[config.mk]
export PLATFORM = sky130hd
export DESIGN_NAME = cpu
export DESIGN_NICKNAME = d
export VERILOG_FILES = /design/src/source/cpuPkg.sv /design/src/source/cpu.sv /design/src/source/cpuApr.sv /design/src/source/cpuCmd.sv /design/src/source/cpuIntf.sv /design/src/source/cpuNxm.sv /design/src/source/cpuPi.sv /design/src/source/cpuTimer.sv
export VERILOG_INCLUDE_DIRS = /design/src /design/src/source
export SDC_FILE = /design/constraint.sdc
export NUM_CORES = 1
export LEC_CHECK = 0
export CORE_ASPECT_RATIO = 1.25
export CORE_MARGIN = 2
export CORE_UTILIZATION = 62
export DETAILED_ROUTE_END_ITERATION = 8
export DONT_BUFFER_PORTS = 1
export PLACE_DENSITY = 0.88
export SLEW_MARGIN = 0
export SYNTH_ARGS = -nofsm -noshare
export SYNTH_HDL_FRONTEND = slang
export SYNTH_SLANG_ARGS = --single-unit
[constraint.sdc]
create_clock -name clk -period 8 [get_ports clk]
set_clock_uncertainty 0.2 [all_clocks]
set_input_delay 1.2 -clock clk [delete_from_list [all_inputs] [get_ports clk]]
set_output_delay 1.2 -clock clk [all_outputs]
set_load 0.01 [all_outputs]
[src/source/cpu_params.svh]
`ifndef CPU_PARAMS_SVH
`define CPU_PARAMS_SVH

// Bus watchdog
`define CPU_NXM_TIMEOUT  16          // Cycles before an unanswered request aborts

// Interval timer
`define CPU_TIMER_PERIOD 50          // Running cycles per tick

//////////////////////////////////////////////////////////////////////////////
// APR flag bit positions

`define CPU_FLAG_NXM     0           // Non-existent memory
`define CPU_FLAG_TIMER   1           // Interval timer
`define CPU_FLAG_CSL     2           // Console interrupt in

// Flag set width follows the highest position
`define CPU_FLAG_COUNT   3

`endif

[src/source/cpuPkg.sv]
`default_nettype none

package cpuPkg;

   // Bus widths
   typedef logic [35:0] dataWord;    // 36-bit data word
   typedef logic [19:0] addrWord;    // Physical address

   // Interrupt system
   typedef logic [2:0]  piLevel;     // 1 highest, 7 lowest, 0 none
   typedef logic [6:0]  intrVec;     // Bit k-1 requests level k
   typedef logic [2:0]  aprFlags;    // nxm, timer, console-in

   // Command port opcodes
   typedef enum logic [2:0] {
      opRead      = 3'd0,            // Bus read
      opWrite     = 3'd1,            // Bus write
      opAprWrite  = 3'd2,            // Load APR enables, level, cslINTRO
      opAprClear  = 3'd3,            // Clear APR flags by mask
      opPiEnable  = 3'd4,            // Load PI level enables
      opPiGrant   = 3'd5,            // Take the requested level
      opPiDismiss = 3'd6             // Drop the current level
   } cmdOp;

   // Bus cycle sequencer
   typedef enum logic [1:0] {
      busIdle,
      busReq,
      busDone
   } busState;

   // Console run state
   typedef enum logic {
      cslHalted,
      cslRunning
   } cslState;

endpackage

`default_nettype wire

[src/source/cpu.sv]
`timescale 1ns/1ps
`default_nettype none

module cpu (
   input  wire                     clk,
   input  wire                     rstN,
   // Command port
   input  wire                     cmdValid,
   output wire                     cmdReady,
   input  wire cpuPkg::cmdOp       cmdOp,
   input  wire cpuPkg::addrWord    cmdAddr,
   input  wire cpuPkg::dataWord    cmdData,
   output wire                     rspValid,
   output wire cpuPkg::dataWord    rspData,
   output wire                     rspNxm,
   // CPU bus
   output wire                     cpuREQO,     // Bus request
   input  wire                     cpuACKI,     // Bus acknowledge
   output wire                     cpuWRO,      // Write cycle
   output wire cpuPkg::addrWord    cpuADDRO,
   output wire cpuPkg::dataWord    cpuDATAO,
   input  wire cpuPkg::dataWord    cpuDATAI,
   // Unibus
   input  wire cpuPkg::intrVec     ubaINTR,     // Unibus interrupt requests
   // Console
   input  wire                     cslRUN,
   input  wire                     cslHALT,
   input  wire                     cslCONT,
   input  wire                     cslEXEC,
   input  wire                     debugHALT,   // Breakpoint
   input  wire                     cslTIMEREN,  // Timer enable
   input  wire                     cslINTRI,    // Console to CPU
   output wire                     cslINTRO,    // CPU to console
   output wire                     cpuRUN,
   output wire                     cpuHALT,
   output wire                     cpuCONT,
   output wire                     cpuEXEC,
   // Status
   output wire cpuPkg::aprFlags    aprFLAGS,
   output wire                     piINTR,
   output wire cpuPkg::piLevel     piREQPRI,
   output wire cpuPkg::piLevel     piCURPRI
);

   //////////////////////////////////////////////////////////////////////////
   // Internal nets

   wire                  nxmAbort;             // Watchdog abort
   wire                  timerTick;            // Interval tick
   wire cpuPkg::intrVec  aprINTR;              // APR request one-hot
   wire                  aprWrite;
   wire                  aprClear;
   wire                  piEnable;
   wire                  piGrant;
   wire                  piDismiss;
   wire cpuPkg::dataWord ctlData;              // Register load payload

   //////////////////////////////////////////////////////////////////////////
   // Blocks

   cpuCmd uCmd (
      .clk(clk), .rstN(rstN), .cmdValid(cmdValid), .cmdReady(cmdReady),
      .cmdOp(cmdOp), .cmdAddr(cmdAddr), .cmdData(cmdData),
      .rspValid(rspValid), .rspData(rspData), .rspNxm(rspNxm),
      .cpuREQO(cpuREQO), .cpuACKI(cpuACKI), .cpuWRO(cpuWRO),
      .cpuADDRO(cpuADDRO), .cpuDATAO(cpuDATAO), .cpuDATAI(cpuDATAI),
      .nxmAbort(nxmAbort), .aprWrite(aprWrite), .aprClear(aprClear),
      .piEnable(piEnable), .piGrant(piGrant), .piDismiss(piDismiss),
      .ctlData(ctlData)
   );

   cpuNxm uNxm (
      .clk(clk), .rstN(rstN), .cpuREQO(cpuREQO), .cpuACKI(cpuACKI),
      .nxmAbort(nxmAbort)
   );

   // Timer only runs with the console enable
   cpuTimer uTimer (
      .clk(clk), .rstN(rstN), .timerEn(cslTIMEREN), .cpuRUN(cpuRUN),
      .timerTick(timerTick)
   );

   cpuApr uApr (
      .clk(clk), .rstN(rstN), .nxmAbort(nxmAbort), .timerTick(timerTick),
      .cslINTRI(cslINTRI), .aprWrite(aprWrite), .aprClear(aprClear),
      .ctlData(ctlData), .aprFLAGS(aprFLAGS), .aprINTR(aprINTR),
      .cslINTRO(cslINTRO)
   );

   cpuPi uPi (
      .clk(clk), .rstN(rstN), .aprINTR(aprINTR), .ubaINTR(ubaINTR),
      .piEnable(piEnable), .piGrant(piGrant), .piDismiss(piDismiss),
      .ctlData(ctlData), .piINTR(piINTR), .piREQPRI(piREQPRI),
      .piCURPRI(piCURPRI)
   );

   cpuIntf uIntf (
      .clk(clk), .rstN(rstN), .cslRUN(cslRUN), .cslHALT(cslHALT),
      .cslCONT(cslCONT), .cslEXEC(cslEXEC), .debugHALT(debugHALT),
      .cpuRUN(cpuRUN), .cpuHALT(cpuHALT), .cpuCONT(cpuCONT), .cpuEXEC(cpuEXEC)
   );

endmodule

`default_nettype wire

[src/source/cpuApr.sv]
`timescale 1ns/1ps
`default_nettype none

`include "cpu_params.svh"

module cpuApr (
   input  wire                     clk,
   input  wire                     rstN,
   input  wire                     nxmAbort,    // Watchdog event
   input  wire                     timerTick,   // Timer event
   input  wire                     cslINTRI,    // Console event
   input  wire                     aprWrite,
   input  wire                     aprClear,
   input  wire cpuPkg::dataWord    ctlData,
   output cpuPkg::aprFlags         aprFLAGS,
   output cpuPkg::intrVec          aprINTR,
   output logic                    cslINTRO
);

   cpuPkg::aprFlags aprEnable;                // Interrupt enables per flag
   cpuPkg::piLevel  aprLevel;                 // Level for APR requests
   cpuPkg::aprFlags setMask;
   cpuPkg::aprFlags clrMask;

   // Event to flag mapping
   always_comb
   begin
      setMask                  = '0;
      setMask[`CPU_FLAG_NXM]   = nxmAbort;
      setMask[`CPU_FLAG_TIMER] = timerTick;
      setMask[`CPU_FLAG_CSL]   = cslINTRI;
   end

   assign clrMask = aprClear ? ctlData[`CPU_FLAG_COUNT-1:0] : '0;

   always_ff @(posedge clk or negedge rstN)
   begin
      if (!rstN)
      begin
         aprFLAGS  <= '0;
         aprEnable <= '0;
         aprLevel  <= '0;
         cslINTRO  <= 1'b0;
      end
      else
      begin
         aprFLAGS <= (aprFLAGS & ~clrMask) | setMask;   // Set wins
         if (aprWrite)
         begin
            aprEnable <= ctlData[2:0];
            aprLevel  <= ctlData[5:3];
            cslINTRO  <= ctlData[6];
         end
      end
   end

   // One-hot request at the programmed level
   assign aprINTR = ((|(aprFLAGS & aprEnable)) && (aprLevel != '0)) ?
                    cpuPkg::intrVec'(1) << (aprLevel - 3'd1) : '0;

endmodule

`default_nettype wire

[src/source/cpuCmd.sv]
`timescale 1ns/1ps
`default_nettype none

module cpuCmd (
   input  wire                     clk,
   input  wire                     rstN,
   input  wire                     cmdValid,
   output logic                    cmdReady,
   input  wire cpuPkg::cmdOp       cmdOp,
   input  wire cpuPkg::addrWord    cmdAddr,
   input  wire cpuPkg::dataWord    cmdData,
   output logic                    rspValid,
   output cpuPkg::dataWord         rspData,
   output logic                    rspNxm,
   output logic                    cpuREQO,
   input  wire                     cpuACKI,
   output logic                    cpuWRO,
   output cpuPkg::addrWord         cpuADDRO,
   output cpuPkg::dataWord         cpuDATAO,
   input  wire cpuPkg::dataWord    cpuDATAI,
   input  wire                     nxmAbort,
   output logic                    aprWrite,
   output logic                    aprClear,
   output logic                    piEnable,
   output logic                    piGrant,
   output logic                    piDismiss,
   output cpuPkg::dataWord         ctlData
);

   cpuPkg::busState busSt;
   logic            cmdFire;                  // Command accepted this edge
   logic            busCmd;                   // Read or write
   logic            busEnd;                   // Ack or abort ends the cycle

   assign cmdReady = (busSt != cpuPkg::busReq); // Busy only while requesting
   assign cmdFire  = cmdValid && cmdReady;
   assign busCmd   = (cmdOp == cpuPkg::opRead) || (cmdOp == cpuPkg::opWrite);
   assign busEnd   = cpuREQO && (cpuACKI || nxmAbort);

   // Register load strobes land on the acceptance edge
   assign aprWrite  = cmdFire && (cmdOp == cpuPkg::opAprWrite);
   assign aprClear  = cmdFire && (cmdOp == cpuPkg::opAprClear);
   assign piEnable  = cmdFire && (cmdOp == cpuPkg::opPiEnable);
   assign piGrant   = cmdFire && (cmdOp == cpuPkg::opPiGrant);
   assign piDismiss = cmdFire && (cmdOp == cpuPkg::opPiDismiss);
   assign ctlData   = cmdData;

   assign cpuREQO  = (busSt == cpuPkg::busReq);
   assign rspValid = (busSt == cpuPkg::busDone);  // One cycle response

   // Bus cycle sequencer
   always_ff @(posedge clk or negedge rstN)
   begin
      if (!rstN)
         busSt <= cpuPkg::busIdle;
      else if (busSt == cpuPkg::busReq)
      begin
         if (busEnd)
            busSt <= cpuPkg::busDone;
      end
      else if (cmdFire && busCmd)
         busSt <= cpuPkg::busReq;          // Done also takes a new command
      else
         busSt <= cpuPkg::busIdle;
   end

   // Address, data and response
   always_ff @(posedge clk)
   begin
      if (cmdFire && busCmd)
      begin
         cpuADDRO <= cmdAddr;
         cpuDATAO <= cmdData;
         cpuWRO   <= (cmdOp == cpuPkg::opWrite);
      end
      if (busEnd)
      begin
         rspData <= (cpuACKI && !cpuWRO) ? cpuDATAI : '0;  // Zero on write or abort
         rspNxm  <= !cpuACKI;                              // Ack beats abort
      end
   end

   // Address held until the slave answers or the watchdog fires
   reqAddrStable: assert property (@(posedge clk) disable iff (!rstN)
      (cpuREQO && !cpuACKI && !nxmAbort) |=> (cpuREQO && $stable(cpuADDRO)));

endmodule

`default_nettype wire

[src/source/cpuIntf.sv]
`timescale 1ns/1ps
`default_nettype none

module cpuIntf (
   input  wire   clk,
   input  wire   rstN,
   input  wire   cslRUN,                      // Console run
   input  wire   cslHALT,                     // Console halt
   input  wire   cslCONT,                     // Console continue
   input  wire   cslEXEC,                     // Console execute
   input  wire   debugHALT,                   // Breakpoint halt
   output logic  cpuRUN,
   output logic  cpuHALT,
   output logic  cpuCONT,                     // One cycle pulse
   output logic  cpuEXEC                      // One cycle pulse
);

   cpuPkg::cslState cslSt;
   logic            haltReq;

   assign haltReq = cslHALT || debugHALT;    // Halt beats everything

   always_ff @(posedge clk or negedge rstN)
   begin
      if (!rstN)
      begin
         cslSt   <= cpuPkg::cslHalted;
         cpuCONT <= 1'b0;
         cpuEXEC <= 1'b0;
      end
      else
      begin
         cpuCONT <= 1'b0;
         cpuEXEC <= 1'b0;
         if (cslSt == cpuPkg::cslRunning)
         begin
            if (haltReq)
               cslSt <= cpuPkg::cslHalted;
         end
         else if (!haltReq)
         begin
            if (cslCONT)
            begin
               cpuCONT <= 1'b1;
               cslSt   <= cpuPkg::cslRunning;
            end
            else if (cslRUN)
               cslSt <= cpuPkg::cslRunning;
            else if (cslEXEC)
               cpuEXEC <= 1'b1;            // Single step, stays halted
         end
      end
   end

   assign cpuRUN  = (cslSt == cpuPkg::cslRunning);
   assign cpuHALT = (cslSt == cpuPkg::cslHalted);

endmodule

`default_nettype wire

[src/source/cpuNxm.sv]
`timescale 1ns/1ps
`default_nettype none

`include "cpu_params.svh"

module cpuNxm (
   input  wire   clk,
   input  wire   rstN,
   input  wire   cpuREQO,                     // Bus request
   input  wire   cpuACKI,                     // Bus acknowledge
   output logic  nxmAbort                     // Abort pulse
);

   localparam int CntW = $clog2(`CPU_NXM_TIMEOUT);

   logic [CntW-1:0] waitCnt;                  // Unanswered cycles so far
   logic            waiting;

   assign waiting  = cpuREQO && !cpuACKI;
   // Fires in the last allowed cycle of the request
   assign nxmAbort = waiting && (waitCnt == CntW'(`CPU_NXM_TIMEOUT - 1));

   always_ff @(posedge clk or negedge rstN)
   begin
      if (!rstN)
         waitCnt <= '0;
      else if (!waiting || nxmAbort)
         waitCnt <= '0;                       // Ack, idle or abort restarts
      else
         waitCnt <= waitCnt + CntW'(1);
   end

   // Abort only during a request, and the sequencer drops it next cycle
   abortInReq: assert property (@(posedge clk) disable iff (!rstN)
      nxmAbort |-> cpuREQO ##1 !cpuREQO);

endmodule

`default_nettype wire

[src/source/cpuPi.sv]
`timescale 1ns/1ps
`default_nettype none

module cpuPi (
   input  wire                     clk,
   input  wire                     rstN,
   input  wire cpuPkg::intrVec     aprINTR,     // From APR
   input  wire cpuPkg::intrVec     ubaINTR,     // From Unibus
   input  wire                     piEnable,
   input  wire                     piGrant,
   input  wire                     piDismiss,
   input  wire cpuPkg::dataWord    ctlData,
   output logic                    piINTR,
   output cpuPkg::piLevel          piREQPRI,
   output cpuPkg::piLevel          piCURPRI
);

   cpuPkg::intrVec piMask;                    // Level enables
   cpuPkg::intrVec piActive;                  // Levels in service
   cpuPkg::intrVec piReq;                     // Enabled requests

   assign piReq = (aprINTR | ubaINTR) & piMask;

   // Lowest numbered level wins, so scan from the bottom up
   always_comb
   begin
      piREQPRI = '0;
      piCURPRI = '0;
      for (int k = 7; k >= 1; k--)
      begin
         if (piReq[k-1])
            piREQPRI = cpuPkg::piLevel'(k);
         if (piActive[k-1])
            piCURPRI = cpuPkg::piLevel'(k);
      end
   end

   // Interrupt only above the level in service
   assign piINTR = (piREQPRI != '0) && ((piCURPRI == '0) || (piREQPRI < piCURPRI));

   always_ff @(posedge clk or negedge rstN)
   begin
      if (!rstN)
      begin
         piMask   <= '0;
         piActive <= '0;
      end
      else
      begin
         if (piEnable)
            piMask <= ctlData[6:0];
         if (piGrant && piINTR)
            piActive[piREQPRI - 3'd1] <= 1'b1;  // Enter new level
         if (piDismiss && (piCURPRI != '0))
            piActive[piCURPRI - 3'd1] <= 1'b0;  // Back to previous level
      end
   end

   // Grant needs a pending interrupt and makes it the current level
   grantTaken: assert property (@(posedge clk) disable iff (!rstN)
      piGrant |-> piINTR ##1 (piCURPRI == $past(piREQPRI)));

endmodule

`default_nettype wire

[src/source/cpuTimer.sv]
`timescale 1ns/1ps
`default_nettype none

`include "cpu_params.svh"

module cpuTimer (
   input  wire   clk,
   input  wire   rstN,
   input  wire   timerEn,                     // Console timer enable
   input  wire   cpuRUN,                      // Counts only while running
   output logic  timerTick                    // One cycle per period
);

   localparam int CntW = $clog2(`CPU_TIMER_PERIOD);

   logic [CntW-1:0] tickCnt;
   logic            counting;

   assign counting  = timerEn && cpuRUN;
   assign timerTick = counting && (tickCnt == CntW'(`CPU_TIMER_PERIOD - 1));

   // Modulo period counter, frozen while halted or disabled
   always_ff @(posedge clk or negedge rstN)
   begin
      if (!rstN)
         tickCnt <= '0;
      else if (timerTick)
         tickCnt <= '0;                       // Wrap
      else if (counting)
         tickCnt <= tickCnt + CntW'(1);
   end

endmodule

`default_nettype wire

# Word-level counts from Yosys, hierarchy flattened
# Cells that the tools add are included.
[op_classes]
order_cmp = 5
add_sub_neg = 5
bitwise = 10
mux = 41
reduce_logical = 34
shift = 1
eq_ne = 12
[ops]
columns = ["cell", "n"]
rows = [
  ["2-to-1 mux 3 bit", 15],
  ["2-to-1 mux 7 bit", 3],
  ["logical AND 1 bit", 19],
  ["2-to-1 mux 1 bit", 16],
  ["AND 7 bit", 2],
  ["bitwise OR 7 bit", 2],
  ["2-to-1 mux 6 bit", 2],
  ["== test 3 bit, second input constant", 3],
  ["nonzero test 3 bit", 3],
  ["subtractor 3 x 1 -> 3 bit, second input constant", 3],
  ["less-than comparator 3 x 4 -> 1 bit, second input constant", 2],
  ["NOT 7 bit", 1],
  ["<< shifter 1 x 3 -> 7 bit, first input constant", 1],
  ["adder 6 x 1 -> 6 bit, second input constant", 1],
  ["AND 3 bit", 2],
  ["demux 1 bit (select 3 bit)", 2],
  ["== test 3 x 2 -> 1 bit, second input constant", 2],
  ["== test 6 bit, second input constant", 1],
  ["greater-or-equal comparator 3 x 1 -> 1 bit, second input constant", 2],
  ["zero test 3 bit", 2],
  ["logical OR 1 bit", 5],
  ["adder 4 x 1 -> 4 bit, second input constant", 1],
  ["== test 4 bit, second input constant", 1],
  ["2-to-1 mux 2 bit", 2],
  ["13 further kinds", 15],
]
[totals]
output_inout_bits = 112
input_bits = 113
wordCells = 125
reg_bits = 133

# Depth between registers and ports, before layout
[depth]
ltp_word = 22
ltp_mapped = 13
mapped_depth_nobuf = 12

# Hierarchy
# Synthesis repeated with hierarchy kept, for this count alone.
[unflattened]
cells_unflattened = 387
hier_area_um2 = 5641.7
[modules_own_cells]
columns = ["module", "cells_per_inst", "n_inst", "area_per_inst_um2", "seq_area_each_um2"]
rows = [
  ["cpuCmd", 193, 1, 3540.9, 2872.8],
  ["cpuPi", 103, 1, 1002.2, 350.3],
  ["cpuApr", 33, 1, 440.4, 250.2],
  ["cpuTimer", 32, 1, 346.6, 150.1],
  ["cpuNxm", 17, 1, 197.7, 100.1],
  ["cpuIntf", 9, 1, 113.9, 75.1],
]

# Worst setup path before layout
# No wires, ideal clock.
[synth_path]
kind = "input to register"
from = "input port cmdOp[2]"
to = "register uCmd.cpuADDRO[0], enable pin"
path_slack_ns = 3.530
t_arrival_ns = 3.798
t_required_ns = 7.328
cell_stages = 2
setup_ns = 0.472
path_buffers = 0
path_cell_list = "nand3b_1 > nor2_1"
[synth_via]
elab_chain_len = 3
word_cells_on_any_way = 4
cone_classes = "eq/ne: 1; reduce/logical: 3"
[synth_lines]
columns = ["element", "line", "rtl"]
rows = [
  ["start: declaration", "cpu.sv:10", "input wire cpuPkg::cmdOp cmdOp,"],
  ["== test 3 x 1 -> 1 bit or zero test 3 bit (tied branches)", "cpuCmd.sv:37", "assign busCmd = (cmdOp == cpuPkg::opRead) || (cmdOp == cpuPkg::opWrite);"],
  ["logical OR 1 bit *", "cpuCmd.sv:37", ""],
  ["logical AND 1 bit *", "cpuCmd.sv:70", "if (cmdFire && busCmd)"],
  ["end signal: assignment", "cpuCmd.sv:72", "cpuADDRO <= cmdAddr;"],
  ["end: declaration", "cpuCmd.sv:18", "output cpuPkg::addrWord cpuADDRO,"],
]
# Mark *: on every way between the ends. The rest lies on a longest branch, timed or not.
# A chain may end at the register's enable or synchronous reset.

# Final worst setup path
[layout_path]
from = "register uApr.aprLevel[1]"
to = "output port piINTR"
[layout_via]
elab_chain_len = 15
word_cells_on_any_way = 18
cone_classes = "add/sub: 1; order compare: 1; shift: 1; mux: 8; bitwise: 2; reduce/logical: 5"
[layout_lines]
columns = ["element", "line", "rtl"]
rows = [
  ["start: declaration", "cpuApr.sv:21", "cpuPkg::piLevel aprLevel;"],
  ["start signal: assignment", "cpuApr.sv:51", "aprLevel <= ctlData[5:3];"],
  ["subtractor 3 x 1 -> 3 bit or nonzero test 3 bit (tied branches)", "cpuApr.sv:59, cpuApr.sv:58", ""],
  ["<< shifter 1 x 3 -> 7 bit or logical AND 1 bit (tied branches)", "cpuApr.sv:59, cpuApr.sv:58", ""],
  ["2-to-1 mux 7 bit *", "cpuApr.sv:58", "assign aprINTR = ((|(aprFLAGS & aprEnable)) && (aprLevel != '0)) ?"],
  ["bitwise OR 7 bit *", "cpuPi.sv:22", "assign piReq = (aprINTR | ubaINTR) & piMask;"],
  ["AND 7 bit *", "cpuPi.sv:22", ""],
  ["2-to-1 mux 3 bit (6 in series)", "cpuPi.sv:31", "if (piReq[k-1])"],
  ["2-to-1 mux 3 bit *", "cpuPi.sv:31", ""],
  ["named net piREQPRI[2]", "cpu.sv:41", "output wire cpuPkg::piLevel piREQPRI,"],
  ["less-than comparator 3 bit", "cpuPi.sv:39", "assign piINTR = (piREQPRI != '0) && ((piCURPRI == '0) || (piREQPRI < piCURPRI));"],
  ["logical OR 1 bit", "cpuPi.sv:39", ""],
  ["logical AND 1 bit *", "cpuPi.sv:39", ""],
  ["end: declaration", "cpu.sv:40", "output wire piINTR,"],
]
# The timed path passes the listed nets; every way through them passes the cells marked *.

==> results.py <==
metrics = {
    "status": {
        "outcome": "completed",
    },
    "setup_path": {
        "path_type_of_the_worst_setup_path": "flop to output pin",
        "critical_path.most_common_cell": "ha_1",
        "worst-r2r-cell-count": 10,
        "timing.critical_path.cells": "nor2_1 -> ha_1 -> o41ai_1 -> a211o_1 -> inv_1 -> ha_1 -> a21o_1 -> nor3b_1 -> a21oi_1 -> o41ai_4",
        "timing.critical_path.from": "uApr.aprLevel[1]",
        "highest_cell_delay_on_the_worst_timing_path_ps": 630,
        "rrSetupSlack_ps": 4550,
        "worst_ep_arrival_time_ps": 3380,
        "worst-endpoint-required_ps": 6600,
        "worst_r2r_endpoint": "uPi.piActive[3]",
        "worst-path-max-fanout": 10,
        "cp_num_buf_inv": 1,
        "cpMaxStageDelayCell": "o41ai_1",
        "worst_path_dominant_cell_family": "compound AO/OA/AOI/OAI gates",
        "crit_path_end_kind": "output pin",
        "crit_path_start_kind": "flop",
        "critical_path.reg2reg.startpoint": "uApr.aprLevel[1]",
    },
    "synth": {
        "synthXorXnorAreaFrac_pct": 0.997,
        "synth_top_family_by_area": "simple AND/OR/NAND/NOR gates",
        "cells_after_synthesis": 356,
        "synth-compound-area-share_pct": 7.36,
        "total_nets_after_synthesis": 479,
        "edff_count_synth": 94,
        "synthSimpleGateAreaFrac_pct": 12.5,
        "postSynth.asyncResetShare_pct": 29.3,
        "synth.area.mux_share_pct": 2.99,
        "ys_ff_latch": 133,
        "synth.yosys.warnings": 0,
        "post_synth_fa_ha_maj_area_fraction_pct": 2.37,
        "synth_area_per_cell_um2": 14.8,
        "synth_area_um2": 5270,
        "seq_total_area_yosys_pct": 72.0,
        "yosysUniqueCellTypes": 54,
        "synthFlopType": "edfxtp_1",
    },
    "die": {
        "fp.dieArea_um2": 9260,
        "die_width_um": 86.5,
        "start_util_pct": 64.0,
        "die-height_um": 107,
        "core_area_um2": 8240,
        "num_io_pins": 225,
        "rows": 37,
    },
    "timing": {
        "period_minus_slack_ps": 4780,
        "worst_slack_ps": 3220,
        "period_share_pct": 59.7,
        "relSlewSlack_pct": 29.1,
        "tns_ps": 0,
        "finalSetupViolCount": 0,
        "achievable_clock_frequency_mhz": 209,
        "final_hold_viol_count": 0,
        "setup_repair_after_global_routing_missed_its_margin": "false",
        "finalMaxSlewViolations": 0,
        "actual_slew_at_the_worst_max_slew_pin_ps": 1050,
    },
    "flow_run": {
        "max_cap_violations": 0,
    },
    "grt": {
        "grt_pass1_wl_um": 16700,
        "grt_overflow": 0,
        "antenna_found_initial": 0,
        "pin_count_of_the_biggest_net_entering_global_routing": 58,
        "number_of_global_route_vias_before_repair": 3054,
        "globalRouteTotalUtil_pct": 24.8,
    },
    "detailed_routing": {
        "route.antenna.remaining_nets": 0,
        "drt_first_pass_iters": 4,
        "post-route-drc-count": 0,
        "drtIter0Drc": 152,
        "avgViaCountPerCell": 6.20,
        "routedWlPerCell_um": 23.2,
        "vias": 2974,
        "drt_wl_total_um": 11100,
    },
    "placed_design": {
        "dp_hpwl_um": 8210,
        "placed_cells": 449,
        "place_ws_ps": 3610,
        "routabilityCongestion": 0.926,
        "portBuffers": 0,
    },
    "clock_network": {
        "cts_hold_buf": 0,
        "clock-root-buffer": "clkbuf_8",
        "cts_buffers": 17,
        "post_cts.resized_instances": 0,
        "cts_buffer_depth": 2,
        "cts_tree": "built",
        "cts.htree.levels": 4,
        "clock_latency_late_sink_ps": 510,
        "cts.repair_timing.setup_buffer_count": 0,
        "numClockSinks": 133,
        "clkSlewWorstSetupHoldPaths_ps": 60,
    },
    "cells_and_area": {
        "diodes": 0,
        "final_layout_size_suffix_gt1_share_pct": 11.7,
        "post_layout_nonfiller_instances": 480,
        "fill_cells": 531,
        "nets_finish": 494,
        "area.growth.synth_to_final_pct": 13.1,
        "final_core_util_pct": 72.3,
    },
    "min_path": {
        "worst_hold_path_type": "primary input to asynchronous set/reset pin",
    },
    "pwr": {
        "vdd_drop_max_uv": 340,
        "overall_power_consumption_w": 0.00197,
        "power_leakage_nw": 2.28,
        "power.density_cell_area_nw_per_um2": 331,
    },
}
==> cell usage after synthesis, types with 2 or more instances <==
cell       n  area, um^2
a21o_1     7        52.6
xor2_1     4        35.0
nor3_1     7        35.0
inv_2      2        7.51
nor2_1    24        90.1
nand2b_1   6        37.5
inv_1     12        45.0
o41ai_1    2        17.5
nand4b_1   3        26.3
ha_1      10         125
xnor2_1    2        17.5
a21oi_1    6        30.0
dfrtp_1   39         976
a32o_1     4        40.0
a22oi_1    2        15.0
nand3_1   10        50.1
edfxtp_1  94        2820
or3_1      2        12.5
o21a_1     3        22.5
clkbuf_1   6        22.5
mux2_1     7        78.8
o31ai_1    4        30.0
o21ai_0    6        30.0
nor2b_1    2        12.5
nand2_1   17        63.8
and2_1    38         238
mux2_2     7        78.8
and3_1     4        25.0
==> stage by stage <==
step                cell area, um^2  hold WS (ps)
floorplan                      5270           232
global placement               5400           249
detailed placement             5400           262
CTS                            5960           158
global route                   5960           147
finish                         5960           185
==> sequential cells by signal (all words and copies together), names as in the netlist, 2 cells and up <==
signal	count
uApr.aprEnable	3
uApr.aprFLAGS	3
uApr.aprLevel	3
uCmd.busSt	2
uCmd.cpuADDRO	20
uCmd.cpuDATAO	36
uCmd.rspData	36
uNxm.waitCnt	4
uPi.piActive	7
uPi.piMask	7
uTimer.tickCnt	6
==> layout by cell type, fill, tap and decap left out, drive strengths merged, types with 5 or more instances in the layout <==
cell type  instances
inv               15
a21o               7
a21oi              6
nor2              25
nor3               7
and3               5
clkinv             5
nand2             17
ha                10
clkbuf            21
dfrtp             39
nand2b             6
edfxtp            94
o21ai              6
mux2              14
nand3             10
and2              38
==> power by group <==
group	total (W)	internal, W	switching [W]
registers	0.000863	0.000800	0.0000628
clock network	0.000730	0.000470	0.000261
logic	0.000377	0.000158	0.000219
==> worst register-to-register path, cell delays in order, from the launching register on <==
cell,delay [ps]
dfrtp_1,510
nor2_1,90
ha_1,360
o41ai_1,630
a21oi_1,90
and3_4,200
ha_1,210
ha_1,270
nor3_1,290
o311ai_1,220
o31ai_1,290
==> per-layer routing <==
| layer | part of all wire (%) | vias up | global-route usage (%) |
|---|---|---|---|
| met5 | 0 | - | 0 |
| met1 | 35 | 1459 | 26.8 |
| met3 | 8.6 | 12 | 9.85 |
| met2 | 55 | 162 | 42.6 |
| met4 | 1.7 | 0 | 10.8 |
| li1 | - | 1341 | - |
==> cell type report <==
class,count,area (um^2),share of cell area [%]
clock buffer,21,429,7.20
clock inverter,10,133,2.23
inverter,15,58.8,0.987
multi-input combinational,200,1390,23.3
sequential,133,3800,63.7
tap,97,121,2.04
timing repair buffer,4,30.0,0.504
==> cell families (layout without fill, tap and decap cells) <==
| group | count (synthesis) | after routing |
|---|---|---|
| mux | 14 | 14 |
| buf+inv | 23 | 50 |
| flops | 133 | 133 |
| xor+xnor | 6 | 6 |
| fa+ha+maj | 10 | 10 |
| compound gates | 49 | 49 |
| simple gates | 121 | 121 |
==> worst max-delay path by stage <==
stage                        to  slack (ps)  cells after the start
2_1_floorplan  uCmd.cpuADDRO[0]        3530                      2
3_3_place_gp             piINTR        3640                     10
3_5_place_dp             piINTR        3610                     10
4_1_cts                  piINTR        3210                     10
5_1_grt                  piINTR        2930                     12
6_report                 piINTR        3220                     10
Note: power is estimated with default switching activity, not from simulation.
